`src/rtl/upd_periph_pkg.sv`:
```
package upd_periph_pkg;

  // Bus and register widths
  localparam int AXI_ADDR_W = 6;
  localparam int AXI_DATA_W = 32;
  localparam int SFR_W      = 8;
  localparam int TM_W       = 12;
  localparam int PRESCALE_W = 3;

  // Register byte offsets
  localparam logic [AXI_ADDR_W-1:0] SFR_PA   = 6'h00;
  localparam logic [AXI_ADDR_W-1:0] SFR_PB   = 6'h04;
  localparam logic [AXI_ADDR_W-1:0] SFR_PC   = 6'h08;
  localparam logic [AXI_ADDR_W-1:0] SFR_MK   = 6'h0C;
  localparam logic [AXI_ADDR_W-1:0] SFR_MB   = 6'h10;
  localparam logic [AXI_ADDR_W-1:0] SFR_MC   = 6'h14;
  localparam logic [AXI_ADDR_W-1:0] SFR_TM0  = 6'h18;
  localparam logic [AXI_ADDR_W-1:0] SFR_TM1  = 6'h1C;
  localparam logic [AXI_ADDR_W-1:0] SFR_IE   = 6'h20;
  localparam logic [AXI_ADDR_W-1:0] SFR_STM  = 6'h24;
  localparam logic [AXI_ADDR_W-1:0] SFR_IACK = 6'h28;

  // AXI response codes
  localparam logic [1:0] AXI_RESP_OKAY   = 2'd0;
  localparam logic [1:0] AXI_RESP_SLVERR = 2'd2;

  // Interrupt sources, lowest index wins
  localparam int II_INT0 = 0;
  localparam int II_INTT = 1;
  localparam int II_INT1 = 2;
  localparam int II_INT2 = 3;
  localparam int N_IRQ   = 4;

  localparam logic [SFR_W-1:0] VEC_INT0 = 8'h04;
  localparam logic [SFR_W-1:0] VEC_INTT = 8'h08;
  localparam logic [SFR_W-1:0] VEC_INT1 = 8'h10;
  localparam logic [SFR_W-1:0] VEC_INT2 = 8'h20;
  localparam logic [SFR_W-1:0] VEC_NONE = 8'h00;

  // Reset values
  localparam logic [SFR_W-1:0] MK_RESET = 8'hFF;
  localparam logic [SFR_W-1:0] MB_RESET = 8'hFF;
  localparam logic [SFR_W-1:0] MC_RESET = 8'hFF;
  localparam logic [TM_W-1:0]  TM_RESET = 12'hFFF;
  localparam int               MK_INT2_POL = 5;

  // Port C pins that are outputs regardless of MC
  localparam logic [SFR_W-1:0] PC_FIXED_OE = 8'h78;

endpackage

```
`src/rtl/upd_intc.sv`:
```
module upd_intc (
  input  logic                             CLK,
  input  logic                             reset,
  input  logic [upd_periph_pkg::SFR_W-1:0] sfr_wdata,
  input  logic                             wr_mk,
  input  logic                             wr_ie,
  input  logic                             wr_iack,
  input  logic                             tc_uf,
  input  logic                             int0,
  input  logic                             int1,
  input  logic                             int2,
  output logic [upd_periph_pkg::SFR_W-1:0] mk_q,
  output logic                             ie_q,
  output logic [upd_periph_pkg::SFR_W-1:0] vector,
  output logic                             irq
);
  import upd_periph_pkg::*;

  logic [SFR_W-1:0] mk;
  logic             ie;
  logic [3:0]       int1_hist, int2_hist;
  logic [N_IRQ-1:0] pend, pend_set, pend_clr;
  logic [N_IRQ-1:0] enabled, win;

  always_ff @(posedge CLK) begin
    if (reset) begin
      mk <= MK_RESET;
      ie <= 1'b0;
    end else begin
      if (wr_mk) mk <= sfr_wdata;
      if (wr_ie) ie <= sfr_wdata[0];
    end
  end

  ////////////////////////////////////////
  // Edge filter for INT1 and INT2

  // A request needs three high samples after a low one.
  // Histories start all high so a pin held high at reset is ignored.
  always_ff @(posedge CLK) begin
    if (reset) begin
      int1_hist <= '1;
      int2_hist <= '1;
    end else begin
      int1_hist <= {int1_hist[2:0], int1};
      int2_hist <= {int2_hist[2:0], int2 ^ ~mk[MK_INT2_POL]};
    end
  end

  ////////////////////////////////////////
  // Pending flags

  always_comb begin
    pend_set          = '0;
    pend_set[II_INT0] = int0;
    pend_set[II_INTT] = tc_uf;
    pend_set[II_INT1] = (int1_hist == 4'b0111);
    pend_set[II_INT2] = (int2_hist == 4'b0111);
  end

  // INT0 is a level, so it drops with the pin and returns after ack
  always_comb begin
    pend_clr          = win & {N_IRQ{wr_iack}};
    pend_clr[II_INT0] = pend_clr[II_INT0] | ~int0;
  end

  always_ff @(posedge CLK) begin
    if (reset) begin
      pend <= '0;
    end else begin
      pend <= (pend & ~pend_clr) | pend_set;
    end
  end

  ////////////////////////////////////////
  // Mask, priority and vector

  assign enabled = pend & ~mk[N_IRQ-1:0] & {N_IRQ{ie}};
  // Isolate lowest set bit
  assign win     = enabled & (~enabled + 1'b1);
  assign irq     = |enabled;

  always_comb begin
    case (1'b1)
      win[II_INT0]: vector = VEC_INT0;
      win[II_INTT]: vector = VEC_INTT;
      win[II_INT1]: vector = VEC_INT1;
      win[II_INT2]: vector = VEC_INT2;
      default:      vector = VEC_NONE;
    endcase
  end

  assign mk_q = mk;
  assign ie_q = ie;

endmodule

```
`src/rtl/upd_periph.sv`:
```
module upd_periph (
  input  logic                                  CLK,
  input  logic                                  reset,
  input  logic [upd_periph_pkg::AXI_ADDR_W-1:0] awaddr,
  input  logic                                  awvalid,
  output logic                                  awready,
  input  logic [upd_periph_pkg::AXI_DATA_W-1:0] wdata,
  input  logic [upd_periph_pkg::AXI_DATA_W/8-1:0] wstrb,
  input  logic                                  wvalid,
  output logic                                  wready,
  output logic                                  bvalid,
  output logic [1:0]                            bresp,
  input  logic                                  bready,
  input  logic [upd_periph_pkg::AXI_ADDR_W-1:0] araddr,
  input  logic                                  arvalid,
  output logic                                  arready,
  output logic                                  rvalid,
  output logic [upd_periph_pkg::AXI_DATA_W-1:0] rdata,
  output logic [1:0]                            rresp,
  input  logic                                  rready,
  input  logic [upd_periph_pkg::SFR_W-1:0]      pb_i,
  input  logic [upd_periph_pkg::SFR_W-1:0]      pc_i,
  input  logic                                  int0,
  input  logic                                  int1,
  input  logic                                  int2,
  output logic [upd_periph_pkg::SFR_W-1:0]      pa_o,
  output logic [upd_periph_pkg::SFR_W-1:0]      pb_o,
  output logic [upd_periph_pkg::SFR_W-1:0]      pb_oe,
  output logic [upd_periph_pkg::SFR_W-1:0]      pc_o,
  output logic [upd_periph_pkg::SFR_W-1:0]      pc_oe,
  output logic                                  irq
);
  import upd_periph_pkg::*;

  logic [SFR_W-1:0] sfr_wdata;
  logic wr_pa, wr_pb, wr_pc, wr_mk, wr_mb, wr_mc;
  logic wr_tm0, wr_tm1, wr_ie, wr_stm, wr_iack;
  logic [SFR_W-1:0] pa_q, pb_rd, pc_rd, mk_q, mb_q, mc_q, vector;
  logic [TM_W-1:0]  tm_q;
  logic             ie_q;
  logic             tc_uf;

  // Register bus
  upd_sfr_bus upd_sfr_bus_i (.*);

  upd_ports upd_ports_i (.*);

  upd_timer upd_timer_i (.*);

  // Interrupts take the timer underflow
  upd_intc upd_intc_i (.*);

endmodule

```
`src/rtl/upd_ports.sv`:
```
module upd_ports (
  input  logic                             CLK,
  input  logic                             reset,
  input  logic [upd_periph_pkg::SFR_W-1:0] sfr_wdata,
  input  logic                             wr_pa,
  input  logic                             wr_pb,
  input  logic                             wr_pc,
  input  logic                             wr_mb,
  input  logic                             wr_mc,
  input  logic [upd_periph_pkg::SFR_W-1:0] pb_i,
  input  logic [upd_periph_pkg::SFR_W-1:0] pc_i,
  output logic [upd_periph_pkg::SFR_W-1:0] pa_o,
  output logic [upd_periph_pkg::SFR_W-1:0] pb_o,
  output logic [upd_periph_pkg::SFR_W-1:0] pb_oe,
  output logic [upd_periph_pkg::SFR_W-1:0] pc_o,
  output logic [upd_periph_pkg::SFR_W-1:0] pc_oe,
  output logic [upd_periph_pkg::SFR_W-1:0] pa_q,
  output logic [upd_periph_pkg::SFR_W-1:0] pb_rd,
  output logic [upd_periph_pkg::SFR_W-1:0] pc_rd,
  output logic [upd_periph_pkg::SFR_W-1:0] mb_q,
  output logic [upd_periph_pkg::SFR_W-1:0] mc_q
);
  import upd_periph_pkg::*;

  logic [SFR_W-1:0] pao, pbo, pco;
  logic [SFR_W-1:0] mb, mc;

  // Output latches and mode registers
  always_ff @(posedge CLK) begin
    if (reset) begin
      pao <= '0;
      pbo <= '0;
      pco <= '0;
      mb  <= MB_RESET;
      mc  <= MC_RESET;
    end else begin
      if (wr_pa) pao <= sfr_wdata;
      if (wr_pb) pbo <= sfr_wdata;
      if (wr_pc) pco <= sfr_wdata;
      if (wr_mb) mb <= sfr_wdata;
      if (wr_mc) mc <= sfr_wdata;
    end
  end

  // MB bit set means input
  assign pb_oe = ~mb;
  // Only PC7, PC1 and PC0 follow MC
  assign pc_oe = PC_FIXED_OE | {~mc[7], 5'b00000, ~mc[1:0]};

  assign pa_o = pao;
  assign pb_o = pbo;
  // Control-function pins masked by MC
  assign pc_o = pco & {mc[7:2], ~mc[1:0]};

  // Pin state for inputs, latch for outputs
  assign pb_rd = (pb_i & ~pb_oe) | (pbo & pb_oe);
  assign pc_rd = (pc_i & ~pc_oe) | (pco & pc_oe);

  assign pa_q = pao;
  assign mb_q = mb;
  assign mc_q = mc;

endmodule

```
`src/rtl/upd_sfr_bus.sv`:
```
module upd_sfr_bus (
  input  logic                                CLK,
  input  logic                                reset,
  input  logic [upd_periph_pkg::AXI_ADDR_W-1:0] awaddr,
  input  logic                                awvalid,
  output logic                                awready,
  input  logic [upd_periph_pkg::AXI_DATA_W-1:0] wdata,
  input  logic [upd_periph_pkg::AXI_DATA_W/8-1:0] wstrb,
  input  logic                                wvalid,
  output logic                                wready,
  output logic                                bvalid,
  output logic [1:0]                          bresp,
  input  logic                                bready,
  input  logic [upd_periph_pkg::AXI_ADDR_W-1:0] araddr,
  input  logic                                arvalid,
  output logic                                arready,
  output logic                                rvalid,
  output logic [upd_periph_pkg::AXI_DATA_W-1:0] rdata,
  output logic [1:0]                          rresp,
  input  logic                                rready,
  output logic [upd_periph_pkg::SFR_W-1:0]    sfr_wdata,
  output logic                                wr_pa,
  output logic                                wr_pb,
  output logic                                wr_pc,
  output logic                                wr_mk,
  output logic                                wr_mb,
  output logic                                wr_mc,
  output logic                                wr_tm0,
  output logic                                wr_tm1,
  output logic                                wr_ie,
  output logic                                wr_stm,
  output logic                                wr_iack,
  input  logic [upd_periph_pkg::SFR_W-1:0]    pa_q,
  input  logic [upd_periph_pkg::SFR_W-1:0]    pb_rd,
  input  logic [upd_periph_pkg::SFR_W-1:0]    pc_rd,
  input  logic [upd_periph_pkg::SFR_W-1:0]    mk_q,
  input  logic [upd_periph_pkg::SFR_W-1:0]    mb_q,
  input  logic [upd_periph_pkg::SFR_W-1:0]    mc_q,
  input  logic [upd_periph_pkg::TM_W-1:0]     tm_q,
  input  logic                                ie_q,
  input  logic [upd_periph_pkg::SFR_W-1:0]    vector
);
  import upd_periph_pkg::*;

  logic             aw_hs;
  logic             ar_hs;
  logic [SFR_W-1:0] rd_byte;

  function automatic logic sfr_mapped(input logic [AXI_ADDR_W-1:0] addr);
    case (addr)
      SFR_PA, SFR_PB, SFR_PC, SFR_MK, SFR_MB, SFR_MC,
      SFR_TM0, SFR_TM1, SFR_IE, SFR_STM, SFR_IACK: sfr_mapped = 1'b1;
      default: sfr_mapped = 1'b0;
    endcase
  endfunction

  ////////////////////////////////////////
  // Write channel

  // Address and data are taken together, one write in flight
  always_ff @(posedge CLK) begin
    if (reset) begin
      aw_hs  <= 1'b0;
      bvalid <= 1'b0;
    end else begin
      aw_hs <= awvalid & wvalid & ~bvalid & ~aw_hs;
      if (aw_hs) begin
        bvalid <= 1'b1;
      end else if (bready) begin
        bvalid <= 1'b0;
      end
    end
  end

  always_ff @(posedge CLK) begin
    if (aw_hs) begin
      bresp <= sfr_mapped(awaddr) ? AXI_RESP_OKAY : AXI_RESP_SLVERR;
    end
  end

  assign awready   = aw_hs;
  assign wready    = aw_hs;
  assign sfr_wdata = wdata[SFR_W-1:0];

  // Strobes live only for the handshake cycle
  assign wr_pa   = aw_hs & (awaddr == SFR_PA);
  assign wr_pb   = aw_hs & (awaddr == SFR_PB);
  assign wr_pc   = aw_hs & (awaddr == SFR_PC);
  assign wr_mk   = aw_hs & (awaddr == SFR_MK);
  assign wr_mb   = aw_hs & (awaddr == SFR_MB);
  assign wr_mc   = aw_hs & (awaddr == SFR_MC);
  assign wr_tm0  = aw_hs & (awaddr == SFR_TM0);
  assign wr_tm1  = aw_hs & (awaddr == SFR_TM1);
  assign wr_ie   = aw_hs & (awaddr == SFR_IE);
  assign wr_stm  = aw_hs & (awaddr == SFR_STM);
  assign wr_iack = aw_hs & (awaddr == SFR_IACK);

  ////////////////////////////////////////
  // Read channel

  always_comb begin
    case (araddr)
      SFR_PA:   rd_byte = pa_q;
      SFR_PB:   rd_byte = pb_rd;
      SFR_PC:   rd_byte = pc_rd;
      SFR_MK:   rd_byte = mk_q;
      SFR_MB:   rd_byte = mb_q;
      SFR_MC:   rd_byte = mc_q;
      SFR_TM0:  rd_byte = tm_q[SFR_W-1:0];
      // Upper nibble of TM, zero extended
      SFR_TM1:  rd_byte = {{(2*SFR_W-TM_W){1'b0}}, tm_q[TM_W-1:SFR_W]};
      SFR_IE:   rd_byte = {{(SFR_W-1){1'b0}}, ie_q};
      SFR_IACK: rd_byte = vector;
      default:  rd_byte = '0;
    endcase
  end

  always_ff @(posedge CLK) begin
    if (reset) begin
      ar_hs  <= 1'b0;
      rvalid <= 1'b0;
    end else begin
      ar_hs <= arvalid & ~rvalid & ~ar_hs;
      if (ar_hs) begin
        rvalid <= 1'b1;
      end else if (rready) begin
        rvalid <= 1'b0;
      end
    end
  end

  // Data captured in the arready cycle
  always_ff @(posedge CLK) begin
    if (ar_hs) begin
      rdata <= {{(AXI_DATA_W-SFR_W){1'b0}}, rd_byte};
      rresp <= sfr_mapped(araddr) ? AXI_RESP_OKAY : AXI_RESP_SLVERR;
    end
  end

  assign arready = ar_hs;

endmodule

```
`src/rtl/upd_timer.sv`:
```
module upd_timer (
  input  logic                             CLK,
  input  logic                             reset,
  input  logic [upd_periph_pkg::SFR_W-1:0] sfr_wdata,
  input  logic                             wr_tm0,
  input  logic                             wr_tm1,
  input  logic                             wr_stm,
  output logic [upd_periph_pkg::TM_W-1:0]  tm_q,
  output logic                             tc_uf
);
  import upd_periph_pkg::*;

  logic [TM_W-1:0]            tm;
  // Low bits are the divide-by-8 prescaler
  logic [TM_W+PRESCALE_W-1:0] tc;

  ////////////////////////////////////////
  // Reload value

  always_ff @(posedge CLK) begin
    if (reset) begin
      tm <= TM_RESET;
    end else begin
      if (wr_tm0) tm[SFR_W-1:0] <= sfr_wdata;
      if (wr_tm1) tm[TM_W-1:SFR_W] <= sfr_wdata[TM_W-SFR_W-1:0];
    end
  end

  ////////////////////////////////////////
  // Down counter

  assign tc_uf = ~|tc;

  // Reload on underflow or STM, prescaler restarts at 7
  always_ff @(posedge CLK) begin
    if (reset) begin
      tc <= '1;
    end else if (tc_uf | wr_stm) begin
      tc <= {tm, {PRESCALE_W{1'b1}}};
    end else begin
      tc <= tc - 1'b1;
    end
  end

  assign tm_q = tm;

endmodule

```
`config.mk`:
```
export PLATFORM = sky130hd
export DESIGN_NAME = upd_periph
export DESIGN_NICKNAME = d
export VERILOG_FILES = /design/src/rtl/upd_periph_pkg.sv /design/src/rtl/upd_intc.sv /design/src/rtl/upd_periph.sv /design/src/rtl/upd_ports.sv /design/src/rtl/upd_sfr_bus.sv /design/src/rtl/upd_timer.sv
export SDC_FILE = /design/constraint.sdc
export NUM_CORES = 1
export LEC_CHECK = 0
export BUFFER_PORTS_ARGS = -buffer_cell sky130_fd_sc_hd__buf_4
export CAP_MARGIN = 10
export CORE_MARGIN = 2
export CORE_UTILIZATION = 25
export CTS_BUF_LIST = sky130_fd_sc_hd__clkbuf_2
export CTS_CLUSTER_DIAMETER = 100
export DETAILED_ROUTE_END_ITERATION = 7
export GPL_TIMING_DRIVEN = 0
export SYNTH_ARGS = -nofsm -noshare
export SYNTH_HDL_FRONTEND = slang
export SYNTH_SLANG_ARGS = --single-unit
```
`constraint.sdc`:
```
create_clock -name CLK -period 4.7 [get_ports CLK]
set_input_delay 0.705 -clock CLK [delete_from_list [all_inputs] [get_ports CLK]]
set_output_delay 0.705 -clock CLK [all_outputs]
set_load 0.05 [all_outputs]
```
# --- Word-level counts from Yosys, hierarchy flattened ---
# Cells that the tools add are included.
word_totals:
  regBits: 104
  output_inout_bits: 82
op_classes:
  n_addsub: 2
  n_eq_ne: 22
  muxes: 16
  bitwise: 46
  reduce_logical: 10
op_table:
  columns: ["operator", "n"]
  rows:
  - ["$pmux 8 s10", 1]
  - ["$eq 6x5->1 const B", 8]
  - ["$and 8x8->8", 5]
  - ["$eq 6x6->1 const B", 6]
  - ["$eq 6x4->1 const B", 4]
  - ["$mux 8", 3]
  - ["$not 8->8", 3]
  - ["$reduce_or 11->1", 2]
  - ["$and 4x4->4", 5]
  - ["$and 1x1->1", 16]
  - ["$or 8x8->8", 2]
  - ["$mux 15", 1]
  - ["$reduce_or 15->1", 1]
  - ["$sub 15x1->15 const B", 1]
  - ["$eq 6x3->1 const B", 2]
  - ["$logic_not 6->1", 2]
  - ["$not 4->4", 3]
  - ["$eq 4x3->1 const B", 2]
  - ["$mux 1", 8]
  - ["$not 1->1", 7]
  - ["$mux 6", 1]
  - ["$add 4x1->4 const B", 1]
  - ["$mux 2", 2]
  - ["$or 4x4->4", 1]
  - ["other kinds (7)", 9]

# --- Depth between registers and ports, before layout ---
# Gate-level depths: netlist (run 1).
depth:
  ltp_word: 11
  ltp_mapped: 7
  mapped_depth_nobuf: 6

# --- Hierarchy ---
# Synthesis (run 1) repeated with hierarchy kept, for this count alone.
unflattened:
  hier_cells: 557
  area_unflattened_um2: 5434.0
by_module_without_submodules:
  columns: ["module", "instances", "cells_per_inst", "area_per_inst_um2"]
  rows:
  - ["upd_ports", 1, 181, 1833.0]
  - ["upd_sfr_bus", 1, 165, 1493.9]
  - ["upd_timer", 1, 129, 1286.2]
  - ["upd_intc", 1, 82, 820.8]

# --- Worst setup path after synthesis (run 1) ---
# OpenSTA, ideal clock, no wires.
synth_path:
  path_type: "in2reg"
  startpoint: "in araddr[1] (netlist bit)"
  endpoint: "reg upd_sfr_bus_i.rdata[7] (netlist bit) (data pin)"
  arrival_time_ns: 1.800
  required_ns: 4.538
  path_slack_ns: 2.738
  cell_stages: 5
  n_path_buf: 1
  cell_sequence: "or4b_1 buf_2 nor2_1 o21ai_0 o2111ai_1"
synth_via:
  elab_chain_len: 2
synth_lines:
  columns: ["item", "line", "source"]
  rows:
  - ["start: declaration", "upd_periph.sv:14", "input logic [upd_periph_pkg::AXI_ADDR_W-1:0] araddr,"]
  - ["$eq 6x6->1, or another cell as far along", "upd_sfr_bus.sv:102", "case (araddr)"]
  - ["$pmux 8 s10 *", "upd_sfr_bus.sv:102", null]
  - ["net upd_sfr_bus_i.rd_byte[7]", "upd_sfr_bus.sv:47", "logic [SFR_W-1:0] rd_byte;"]
  - ["end signal: assignment", "upd_sfr_bus.sv:135", "rdata <= {{(AXI_DATA_W-SFR_W){1'b0}}, rd_byte};"]
  - ["end: declaration", "upd_sfr_bus.sv:18", "output logic [upd_periph_pkg::AXI_DATA_W-1:0] rdata,"]
# The timed path passes the listed nets; every way through them passes the cells marked *.
# A chain may end at the register's enable or synchronous reset.

# --- Worst setup path after layout (run 1) ---
layout_path:
  startpoint: "reg upd_intc_i.mk[0], in the netlist upd_intc_i.mk_q[0]"
  endpoint: "out irq"
layout_via:
  elab_chain_len: 4
layout_lines:
  columns: ["item", "line", "source"]
  rows:
  - ["start: declaration", "upd_intc.sv:19", "logic [SFR_W-1:0] mk;"]
  - ["start signal: assignment", "upd_intc.sv:30", "if (wr_mk) mk <= sfr_wdata;"]
  - ["$not 4->4", "upd_intc.sv:78", "assign enabled = pend & ~mk[N_IRQ-1:0] & {N_IRQ{ie}};"]
  - ["$and 4x4->4 (2 in series)", "upd_intc.sv:78", null]
  - ["$reduce_or 4->1", "upd_intc.sv:81", "assign irq = |enabled;"]
  - ["end: declaration", "upd_periph.sv:31", "output logic irq"]
# No other way between the ends.

==> run_results.csv, run 1 <==
group,metric,value,unit
final_layout,num_antenna_cells,0,
clock_tree,htree_levels,3,
final_layout,layout-drive-gt1-share,23.30,%
timing,relSlewSlack,36.60,%
synthesis,synth_edf_count,10,
pwr,p_leak,2.627,nW
place,pre_cts_slack,2.166,ns
place,hpwl,12920,microns
setup_path,path_cells,"nand2b_1 -> o21ai_0 -> o31a_1 -> buf_4",
flow_run,cap_violations,0,
drt,vias_per_cell,4.836,
timing,worstMarginPinSlew,0.9377,ns
setup_path,crit_type,"flip-flop to output port",
floorplan,io-pin-count,156,
place,routabilityCongestion,0.9326,
setup_path,slowest_delay,0.48,ns
place,placed_area,6078,sq um
timing,skew,0.04091,ns
final_layout,regArea,2142,sq um
place,numPlacedInstances,970,
timing,max_freq,375.2,MHz
clock_tree,clk_latency,0.65,ns
timing,tns,0,ns
synthesis,synthTopCellsByArea,"dfxtp_1 (37%), nand3_1 (8.0%), nand2_1 (6.6%), edfxtp_1 (6.0%), buf_4 (4.8%)",
synthesis,seq_area_frac_synth,43.04,%
clock_tree,cts_hold_buf,0,
final_layout,layout.nets,791,
timing,setup_viol,0,
outcome,outcome,"completed",
setup_path,cp-end-kind,"output port",
pwr,irDropWorstVdd,0.09581,mV
timing,fin_crit_sh,56.71,%
synthesis,postSynthCellCount,588,
worst_hold_path,hold_path.class,"input pin to flip-flop",
setup_path,cpMaxStageDelayCell,"dfxtp_1",
drt,postRouteAntennaNets,0,
final_layout,finish.instance_area,6172,sq um
clock_tree,cts_tree,"yes",
floorplan,die_x,145.1,microns
synthesis,synth_top_area_cell,"dfxtp_1",
drt,drtIter0Drc,544,
drt,post_drt_wl_per_cell,17.29,microns
clock_tree,ctsResizeCount,0,
final_layout,nFillCells,2162,
final_layout,finalNonFillerCells,986,
setup_path,crit_path_start_kind,"flip-flop",
floorplan,dieArea,21050,sq um
setup_path,worst-path-max-fanout,6,
global_route,grt_usage,15.81,%
synthesis,synth_area,4977,sq um
synthesis,synth_top_area_share,37.00,%
global_route,grt_pass1_wl,25730,microns
synthesis,yosys_register_bits,102,
floorplan,rows,51,
synthesis,synth_cell_types,63,
synthesis,async_flop_share,0,%
clock_tree,post-cts-setup-buffer-count,0,
timing,drv_slew,0,
setup_path,required,3.99,ns
place,portBuffers,88,
final_layout,syn_to_final_growth,24.01,%
synthesis,yosysWarnings,0,
timing,fin_crit,2.666,ns
synthesis,ys.flop_type,"dfxtp_1",
clock_tree,cts.path.max_buffers,2,
timing,hold_viol_final,0,
drt,via_count,4768,
floorplan,initial_core_util,25.49,%
global_route,antenna_found_initial,0,
synthesis,avgSynthCellArea,8.465,sq um
global_route,grt_pass1_vias,4310,
floorplan,core_area,19530,sq um
timing,rsz0062_at_grt,"false",
drt,drt_pass1_iterations,6,
clock_tree,cts.sinks,102,
clock_tree,numCtsBuffers,9,
floorplan,die_y,145.1,microns
setup_path,arrival,1.96,ns
timing,layout_setup_ws,2.034,ns
pwr,p_per_area,247.9,nW/um^2
clock_tree,cts_root_buffer,"clkbuf_2",
drt,wl,17040,microns
drt,drcViolationCount,0,
clock_tree,path_clk_slew,0.29,ns
global_route,grt.overflow.total,0,
final_layout,multiInputGateArea,2502,sq um
final_layout,final_util,31.61,%
global_route,grt_start_max_net_pins,18,
routing by layer:
metal,part of all wire [%],GRT usage (%),vias up
li1,-,-,2290
met4,2.0,4.265,0
met2,43,23.12,208
met5,0,0,-
met1,47,23.19,2244
met3,7.9,3.679,26
cell type report:
class                   count  area share, %
multi-input cells         432          40.54
repair buffers             88          10.70
clock inverters             6         0.7095
clock buffers              10         0.8109
flip-flops and latches    102          34.70
inverters                  18          1.095
plain buffers              65          6.061
well taps                 265          5.372
critical path: cells and delay by family, from the launching register on:
family / cells / cell delay, ns
simple gates: 1 / 0.26
flops: 1 / 0.48
compound gates: 2 / 0.40
buf+inv: 1 / 0.20
sequential cells by signal (all words and copies together) (netlist names), 4 cells and up:
register              count
upd_ports_i.pa_o          8
upd_ports_i.mc_q          8
upd_timer_i.tm_q         12
upd_timer_i.tc           15
upd_intc_i.int2_hist      4
upd_sfr_bus_i.rdata       8
upd_intc_i.mk_q           8
upd_ports_i.mb_q          8
upd_intc_i.int1_hist      4
upd_ports_i.pco           8
upd_intc_i.pend           4
upd_ports_i.pb_o          8
placed cells by master, fill, tap and decap left out, types with 17 or more instances in the layout:
master and n:
o21ai_0 18, conb_1 31, inv_1 17, dfxtp_1 92, nand2_1 87, nor2_1 20, buf_4 120, nand3_1 80
clkbuf_1 23, a21oi_1 36
per-stage QoR:
step	total power, mW	hold WS [ns]
finish	1.530	0.2160
global route	1.588	0.1447
CTS	1.543	0.1854
detailed placement	1.146	0.4198
global placement	1.144	0.4105
floorplan	1.071	0.3943
power by group:
part / internal (mW) / leakage [nW] / switching, mW
sequential: 0.895 / 0.837 / 0.00940
combinational: 0.0704 / 1.72 / 0.157
clock: 0.0769 / 0.0671 / 0.321
synth_stat cells, types with 4 or more instances:
cell,count
a21oi_1,36
a222oi_1,4
a22oi_1,9
and2_1,6
buf_2,8
buf_4,32
clkbuf_1,23
dfxtp_1,92
edfxtp_1,10
inv_1,17
mux2i_1,16
nand2_1,87
nand2b_1,9
nand3_1,80
nand4_1,6
nand4b_1,4
nor2_1,20
nor2b_1,7
nor3_1,5
nor4_1,5
nor4b_1,6
o211ai_1,8
o21ai_0,18
or2_2,7
xor2_1,10
final timing paths:
kind | from | to | slack, ns | depth (start not counted)
hold / removal | int1 | upd_intc_i.int1_hist[0] | 0.22 | 2
setup reg to reg | upd_sfr_bus_i.awready | upd_intc_i.mk_q[0] | 2.62 | 4
hold reg to reg | upd_ports_i.pco[2] | upd_ports_i.pco[2] | 0.47 | 2
setup / recovery | upd_intc_i.mk_q[0] | irq | 2.03 | 4
logic make-up (layout without fill, tap and decap cells):
group,Yosys count,in the layout,synth area share (%)
AO/OA/AOI/OAI,95,95,12.09
XOR/XNOR,12,12,2.112
adder cells (fa/ha/maj),1,1,0.2513
buffers and inverters,83,187,8.874
flip-flops,102,102,43.04
multiplexers,19,19,3.896
other,2,31,0.1509
AND/OR/NAND/NOR,274,274,29.59
No activity file was read; power rests on OpenSTA's default activity.
==> inputs of run 2 (changes only) <==
==> constraint.sdc (replaced) <==
create_clock -name CLK -period 2.5 [get_ports CLK]
set_input_delay 0.375 -clock CLK [delete_from_list [all_inputs] [get_ports CLK]]
set_output_delay 0.375 -clock CLK [all_outputs]
set_load 0.05 [all_outputs]
==> run 2 against run 1 <==
Compared with the run above:
- non-clock buffer count up 13
- routed wire length rose by 0.90%
- largest cell class unchanged
- sequential power increased by 88%
- register-to-register slack got worse by 2.2 ns
- combinational power up 95%
- global-route usage about the same
- clock power grew 91%
- critical path type unchanged
- worst hold slack worse by 0.17 ns
- clock-buffer cell count unchanged
- critical endpoint unchanged
- cell count up 1.3%
- critical path depth unchanged
- first-iteration DRC count grew 1.8%
==> run_results.csv, run 2 (same netlist as run 1, synthesis figures left out) <==
group,metric,value,unit
clock_tree,cts_tree,"yes",
floorplan,rows,51,
floorplan,die_y,145.1,microns
timing,fin_crit,2.334,ns
setup_path,crit_path_start_kind,"flip-flop",
final_layout,final_util,32.28,%
setup_path,worst-path-max-fanout,6,
timing,tns,0,ns
setup_path,r2r-start,"upd_sfr_bus_i.awready",
setup_path,crit_type,"flip-flop to output port",
timing,worstMarginPinSlew,0.9349,ns
setup_path,r2r_slack,0.43,ns
drt,via_count,4827,
final_layout,final_cell_mix,"buf_4 (120), dfxtp_1 (92), nand2_1 (87)",
final_layout,nFillCells,2157,
worst_hold_path,min_from,"awaddr[1]",
clock_tree,numCtsBuffers,9,
final_layout,layout.nets,804,
global_route,grt_pass1_wl,25850,microns
place,portBuffers,88,
final_layout,layout-drive-gt1-share,22.89,%
global_route,grt_pass1_vias,4359,
worst_hold_path,holdPathStages,4,
pwr,totalPowerFinal,2.904,mW
timing,fin_crit_sh,93.38,%
clock_tree,cts.path.max_buffers,2,
clock_tree,path_clk_slew,0.31,ns
timing,rsz0062_at_grt,"false",
timing,relSlewSlack,36.79,%
setup_path,slowest_delay,0.48,ns
drt,drt_pass1_iterations,7,
setup_path,path_cells,"nand2b_1 -> o21ai_0 -> o31a_1 -> buf_4",
clock_tree,post-cts-setup-buffer-count,0,
clock_tree,cts.sinks,102,
floorplan,dieArea,21050,sq um
pwr,pwr-share-clk,26.1,%
pwr,switchingPower,0.9320,mW
place,hpwl,12920,microns
floorplan,initial_core_util,25.49,%
global_route,antenna_found_initial,0,
final_layout,regMostFlops,"upd_timer_i.tc",
pwr,p_sw_share,32.09,%
pwr,p_seq_share,58.5,%
timing,max_freq,428.4,MHz
clock_tree,cts_root_buffer,"clkbuf_2",
setup_path,arrival,1.96,ns
clock_tree,clk_latency,0.67,ns
timing,setup_viol,0,
setup_path,reg2reg_to,"upd_intc_i.mk_q[0]",
global_route,grt.overflow.total,0,
timing,hold_viol_final,0,
setup_path,required,2.12,ns
final_layout,finish.instance_area,6302,sq um
timing,hold_ws,0.04649,ns
drt,drtIter0Drc,554,
setup_path,r2r_cells,4,
timing,skew,0.04628,ns
pwr,p_leak,2.680,nW
setup_path,cpMaxStageDelayCell,"dfxtp_1",
final_layout,largest_reg_flops,15,
pwr,irDropWorstVdd,0.1878,mV
place,placed_area,6078,sq um
pwr,power_frac_comb,15.3,%
setup_path,cp-end-kind,"output port",
global_route,grt_usage,15.86,%
worst_hold_path,min_to,"upd_ports_i.pco[1]",
final_layout,layout_commonest_cell,"buf_4",
drt,post_drt_wl_per_cell,17.22,microns
place,routabilityCongestion,0.9326,
clock_tree,ctsResizeCount,0,
final_layout,num_antenna_cells,0,
worst_hold_path,hold_path.class,"input pin to flip-flop",
flow_run,cap_violations,0,
floorplan,core_area,19530,sq um
outcome,outcome,"completed",
clock_tree,htree_levels,3,
drt,vias_per_cell,4.832,
clock_tree,cts_hold_buf,13,
floorplan,io-pin-count,156,
global_route,grt_start_max_net_pins,18,
pwr,p_per_area,460.8,nW/um^2
final_layout,syn_to_final_growth,26.62,%
timing,drv_slew,0,
pwr,p_int,1.972,mW
drt,postRouteAntennaNets,0,
drt,drcViolationCount,0,
floorplan,die_x,145.1,microns
drt,wl,17200,microns
-- run 2: cell count changes in the layout (fill, tap and decap cells not counted), sizes merged --
| cell | previous run | this run |
|---|---|---|
| dlygate4sd3 | 0 | 13 |
-- run 2: metrics by stage --
stage                     worst slack, ns  std cells
after floorplan                    0.5447        617
after global placement             0.2808        970
after detailed placement           0.2962        970
after CTS                          0.1361        999
after global routing              0.05523        999
final                              0.1655        999
-- run 2: area by class of cell --
type | instances | area [sq um] | area share [%]
multi-input cells | 432 | 2502 | 39.71
well taps | 265 | 331.6 | 5.261
clock buffers | 10 | 50.05 | 0.7941
clock inverters | 6 | 43.79 | 0.6949
inverters | 18 | 67.56 | 1.072
repair buffers | 101 | 790.8 | 12.55
plain buffers | 65 | 374.1 | 5.936
flip-flops and latches | 102 | 2142 | 33.99
-- run 2: critical path, delay by kind of cell, from the launching register on --
family                 cells  cell delay, ns
flip-flops                 1            0.48
buffers and inverters      1            0.20
AO/OA/AOI/OAI              2            0.40
AND/OR/NAND/NOR            1            0.24
-- run 2: power by group through the flow --
stage	Clock (mW)	Sequential [mW]	Combinational (mW)
floorplan	0	1.76	0.249
global placement	0	1.73	0.422
detailed placement	0	1.73	0.425
CTS	0.775	1.70	0.442
global route	0.830	1.70	0.469
finish	0.759	1.70	0.445
-- run 2: worst max path at each step --
| stage | cells after the start | to | slack [ns] | start |
|---|---|---|---|---|
| finish | 4 | irq | 0.17 | upd_intc_i.mk_q[0] |
| CTS | 4 | irq | 0.14 | upd_intc_i.mk_q[0] |
| detailed placement | 6 | upd_sfr_bus_i.rdata[0] | 0.30 | araddr[2] |
| global route | 4 | irq | 0.06 | upd_intc_i.mk_q[0] |
| global placement | 5 | upd_sfr_bus_i.rdata[6] | 0.28 | araddr[1] |
| floorplan | 4 | upd_intc_i.mk_q[0] | 0.54 | upd_sfr_bus_i.awready |
-- run 2: routing by layer --
layer,wire length (microns),GRT usage [%],up-vias
li1,-,-,2320
met1,8033,23.31,2253
met2,7377,23.24,224
met3,1454,3.553,30
met4,333,4.265,0
met5,0,0,-
==> inputs of run 3 (changes only) <==
==> constraint.sdc (replaced) <==
create_clock -name CLK -period 2.5 [get_ports CLK]
set_input_delay 0.25 -clock CLK [delete_from_list [all_inputs] [get_ports CLK]]
set_output_delay 0.25 -clock CLK [all_outputs]
set_load 0.05 [all_outputs]
==> run 3 against run 2 <==
Compared with the run above:
- sequential share of layout area fell by 0.67 points
- clock power decreased by 1%
- cell area grew 2.0%
- clock skew fell by 0.0095 ns
- largest power group unchanged
==> run_results.csv, run 3 (same netlist as run 1, synthesis figures left out) <==
group,metric,value,unit
final_layout,multiInputGateArea,2509,sq um
final_layout,num_antenna_cells,0,
floorplan,core_area,19530,sq um
timing,layout_setup_ws,0.2058,ns
timing,relSlewSlack,37.76,%
final_layout,layout.nets,816,
drt,via_count,4864,
place,pre_cts_slack,0.4212,ns
clock_tree,clk_latency,0.64,ns
worst_hold_path,hold_path.class,"input pin to flip-flop",
floorplan,die_y,145.1,microns
clock_tree,path_clk_slew,0.28,ns
setup_path,crit_path_start_kind,"flip-flop",
timing,setup_viol,0,
place,numPlacedInstances,970,
pwr,totalPowerFinal,2.905,mW
floorplan,io-pin-count,156,
drt,vias_per_cell,4.811,
timing,max_freq,435.9,MHz
timing,drv_slew,0,
global_route,grt.overflow.total,0,
timing,skew,0.03676,ns
setup_path,slowest_delay,0.59,ns
setup_path,endpoint,"upd_ports_i.pco[4]",
setup_path,cp_num_cells,5,
timing,tns,0,ns
pwr,power_frac_comb,15.7,%
setup_path,crit_type,"flip-flop to flip-flop",
global_route,grt_pass1_wl,26050,microns
drt,post_drt_wl_per_cell,16.98,microns
global_route,grt_start_max_net_pins,18,
pwr,p_per_area,451.9,nW/um^2
setup_path,cpMaxStageDelayCell,"dlygate4sd3_1",
final_layout,finish.instance_area,6429,sq um
final_layout,layout-drive-gt1-share,22.52,%
drt,drcViolationCount,0,
drt,drt_pass1_iterations,6,
clock_tree,numCtsBuffers,9,
setup_path,r2r-start,"upd_sfr_bus_i.awready",
floorplan,dieArea,21050,sq um
setup_path,critPathBufInv,2,
clock_tree,cts_root_buffer,"clkbuf_2",
timing,fin_crit,2.294,ns
timing,hold_viol_final,0,
setup_path,crit_path_start,"upd_sfr_bus_i.awready",
global_route,grt_usage,15.95,%
clock_tree,htree_levels,3,
floorplan,die_x,145.1,microns
place,hpwl,12920,microns
final_layout,regArea,2142,sq um
drt,drtIter0Drc,553,
pwr,p_seq_share,58.5,%
final_layout,final_cell_mix,"buf_4 (120), dfxtp_1 (92), nand2_1 (87)",
drt,postRouteAntennaNets,0,
final_layout,syn_to_final_growth,29.16,%
clock_tree,cts_tree,"yes",
setup_path,cp-end-kind,"flip-flop",
pwr,irDropWorstVdd,0.1804,mV
drt,wl,17170,microns
pwr,switchingPower,0.9229,mW
pwr,pwr-share-clk,25.8,%
clock_tree,post-cts-setup-buffer-count,0,
outcome,outcome,"completed",
final_layout,regMostFlops,"upd_timer_i.tc",
setup_path,path_delay_family,"buffers and inverters",
pwr,p_leak,2.729,nW
final_layout,finalNonFillerCells,1011,
floorplan,initial_core_util,25.49,%
place,portBuffers,88,
timing,fin_crit_sh,91.77,%
final_layout,nFillCells,2152,
place,placed_area,6078,sq um
timing,rsz0062_at_grt,"false",
clock_tree,cts.path.max_buffers,2,
pwr,p_int,1.982,mW
final_layout,largest_reg_flops,15,
setup_path,path_cells,"nor3b_4 -> clkbuf_1 -> nand3_1 -> dlygate4sd3_1 -> a21oi_1",
setup_path,required,3.09,ns
global_route,grt_pass1_vias,4399,
setup_path,r2r_cells,5,
setup_path,worst-path-max-fanout,10,
final_layout,layout_commonest_cell,"buf_4",
setup_path,arrival,2.88,ns
pwr,p_sw_share,31.77,%
setup_path,reg2reg_to,"upd_ports_i.pco[4]",
timing,worstMarginPinSlew,0.9206,ns
clock_tree,cts.sinks,102,
floorplan,rows,51,
setup_path,r2r_slack,0.21,ns
global_route,antenna_found_initial,0,
place,routabilityCongestion,0.9326,
flow_run,cap_violations,0,
==> run 3: timing repair <==
action | CTS | global route
hold buffers | 25 | 0
setup endpoints to repair | 0 | 2
endpoints found under the hold margin | 51 | 0
gates resized for setup | 0 | 1
==> run 3: through the flow <==
| stage | utilization (%) | hold WS [ns] |
|---|---|---|
| after detailed placement | 31.13 | 0.4198 |
| after global placement | 31.13 | 0.4105 |
| after CTS | 32.89 | 0.03743 |
| after floorplan | - | 0.3538 |
| final | 32.92 | 0.06592 |
| after global routing | 32.92 | 0.06185 |
==> run 3: cell type report <==
| type | count | area share, % |
|---|---|---|
| inverters | 18 | 1.051 |
| flip-flops and latches | 102 | 33.32 |
| plain buffers | 65 | 5.819 |
| clock buffers | 10 | 0.7785 |
| clock inverters | 6 | 0.6812 |
| multi-input cells | 432 | 39.02 |
| well taps | 265 | 5.158 |
| repair buffers | 113 | 14.17 |
==> run 3: tightest hold or removal path: stages <==
cell and delay [ns]:
buf_4 0.09, a21oi_1 0.06, o211ai_1 0.18
==> run 3: worst min-delay path by stage <==
stage                           start                      end  slack (ns)  cells after the start
floorplan                        int1  upd_intc_i.int1_hist[0]        0.35                      1
global route                 wdata[0]      upd_ports_i.pb_o[0]        0.06                      3
global placement    upd_timer_i.tc[0]        upd_timer_i.tc[0]        0.41                      1
CTS                           pb_i[5]   upd_sfr_bus_i.rdata[5]        0.04                      3
finish                        pb_i[5]   upd_sfr_bus_i.rdata[5]        0.07                      3
detailed placement  upd_timer_i.tc[0]        upd_timer_i.tc[0]        0.42                      1
==> run 3: metal layers <==
layer	GRT usage (%)	vias to the layer above	routed length, microns
met3	3.522	27	1550
met4	4.265	0	287
met1	23.37	2258	7923
met5	0	-	0
li1	-	2342	-
met2	23.50	237	7406
==> run 3: power groups by stage <==
stage / clock network, mW / logic [mW] / registers, mW
2_1_floorplan: 0 / 0.249 / 1.76
3_3_place_gp: 0 / 0.422 / 1.73
3_5_place_dp: 0 / 0.425 / 1.73
4_1_cts: 0.775 / 0.454 / 1.70
5_1_grt: 0.830 / 0.482 / 1.71
6_report: 0.748 / 0.457 / 1.70
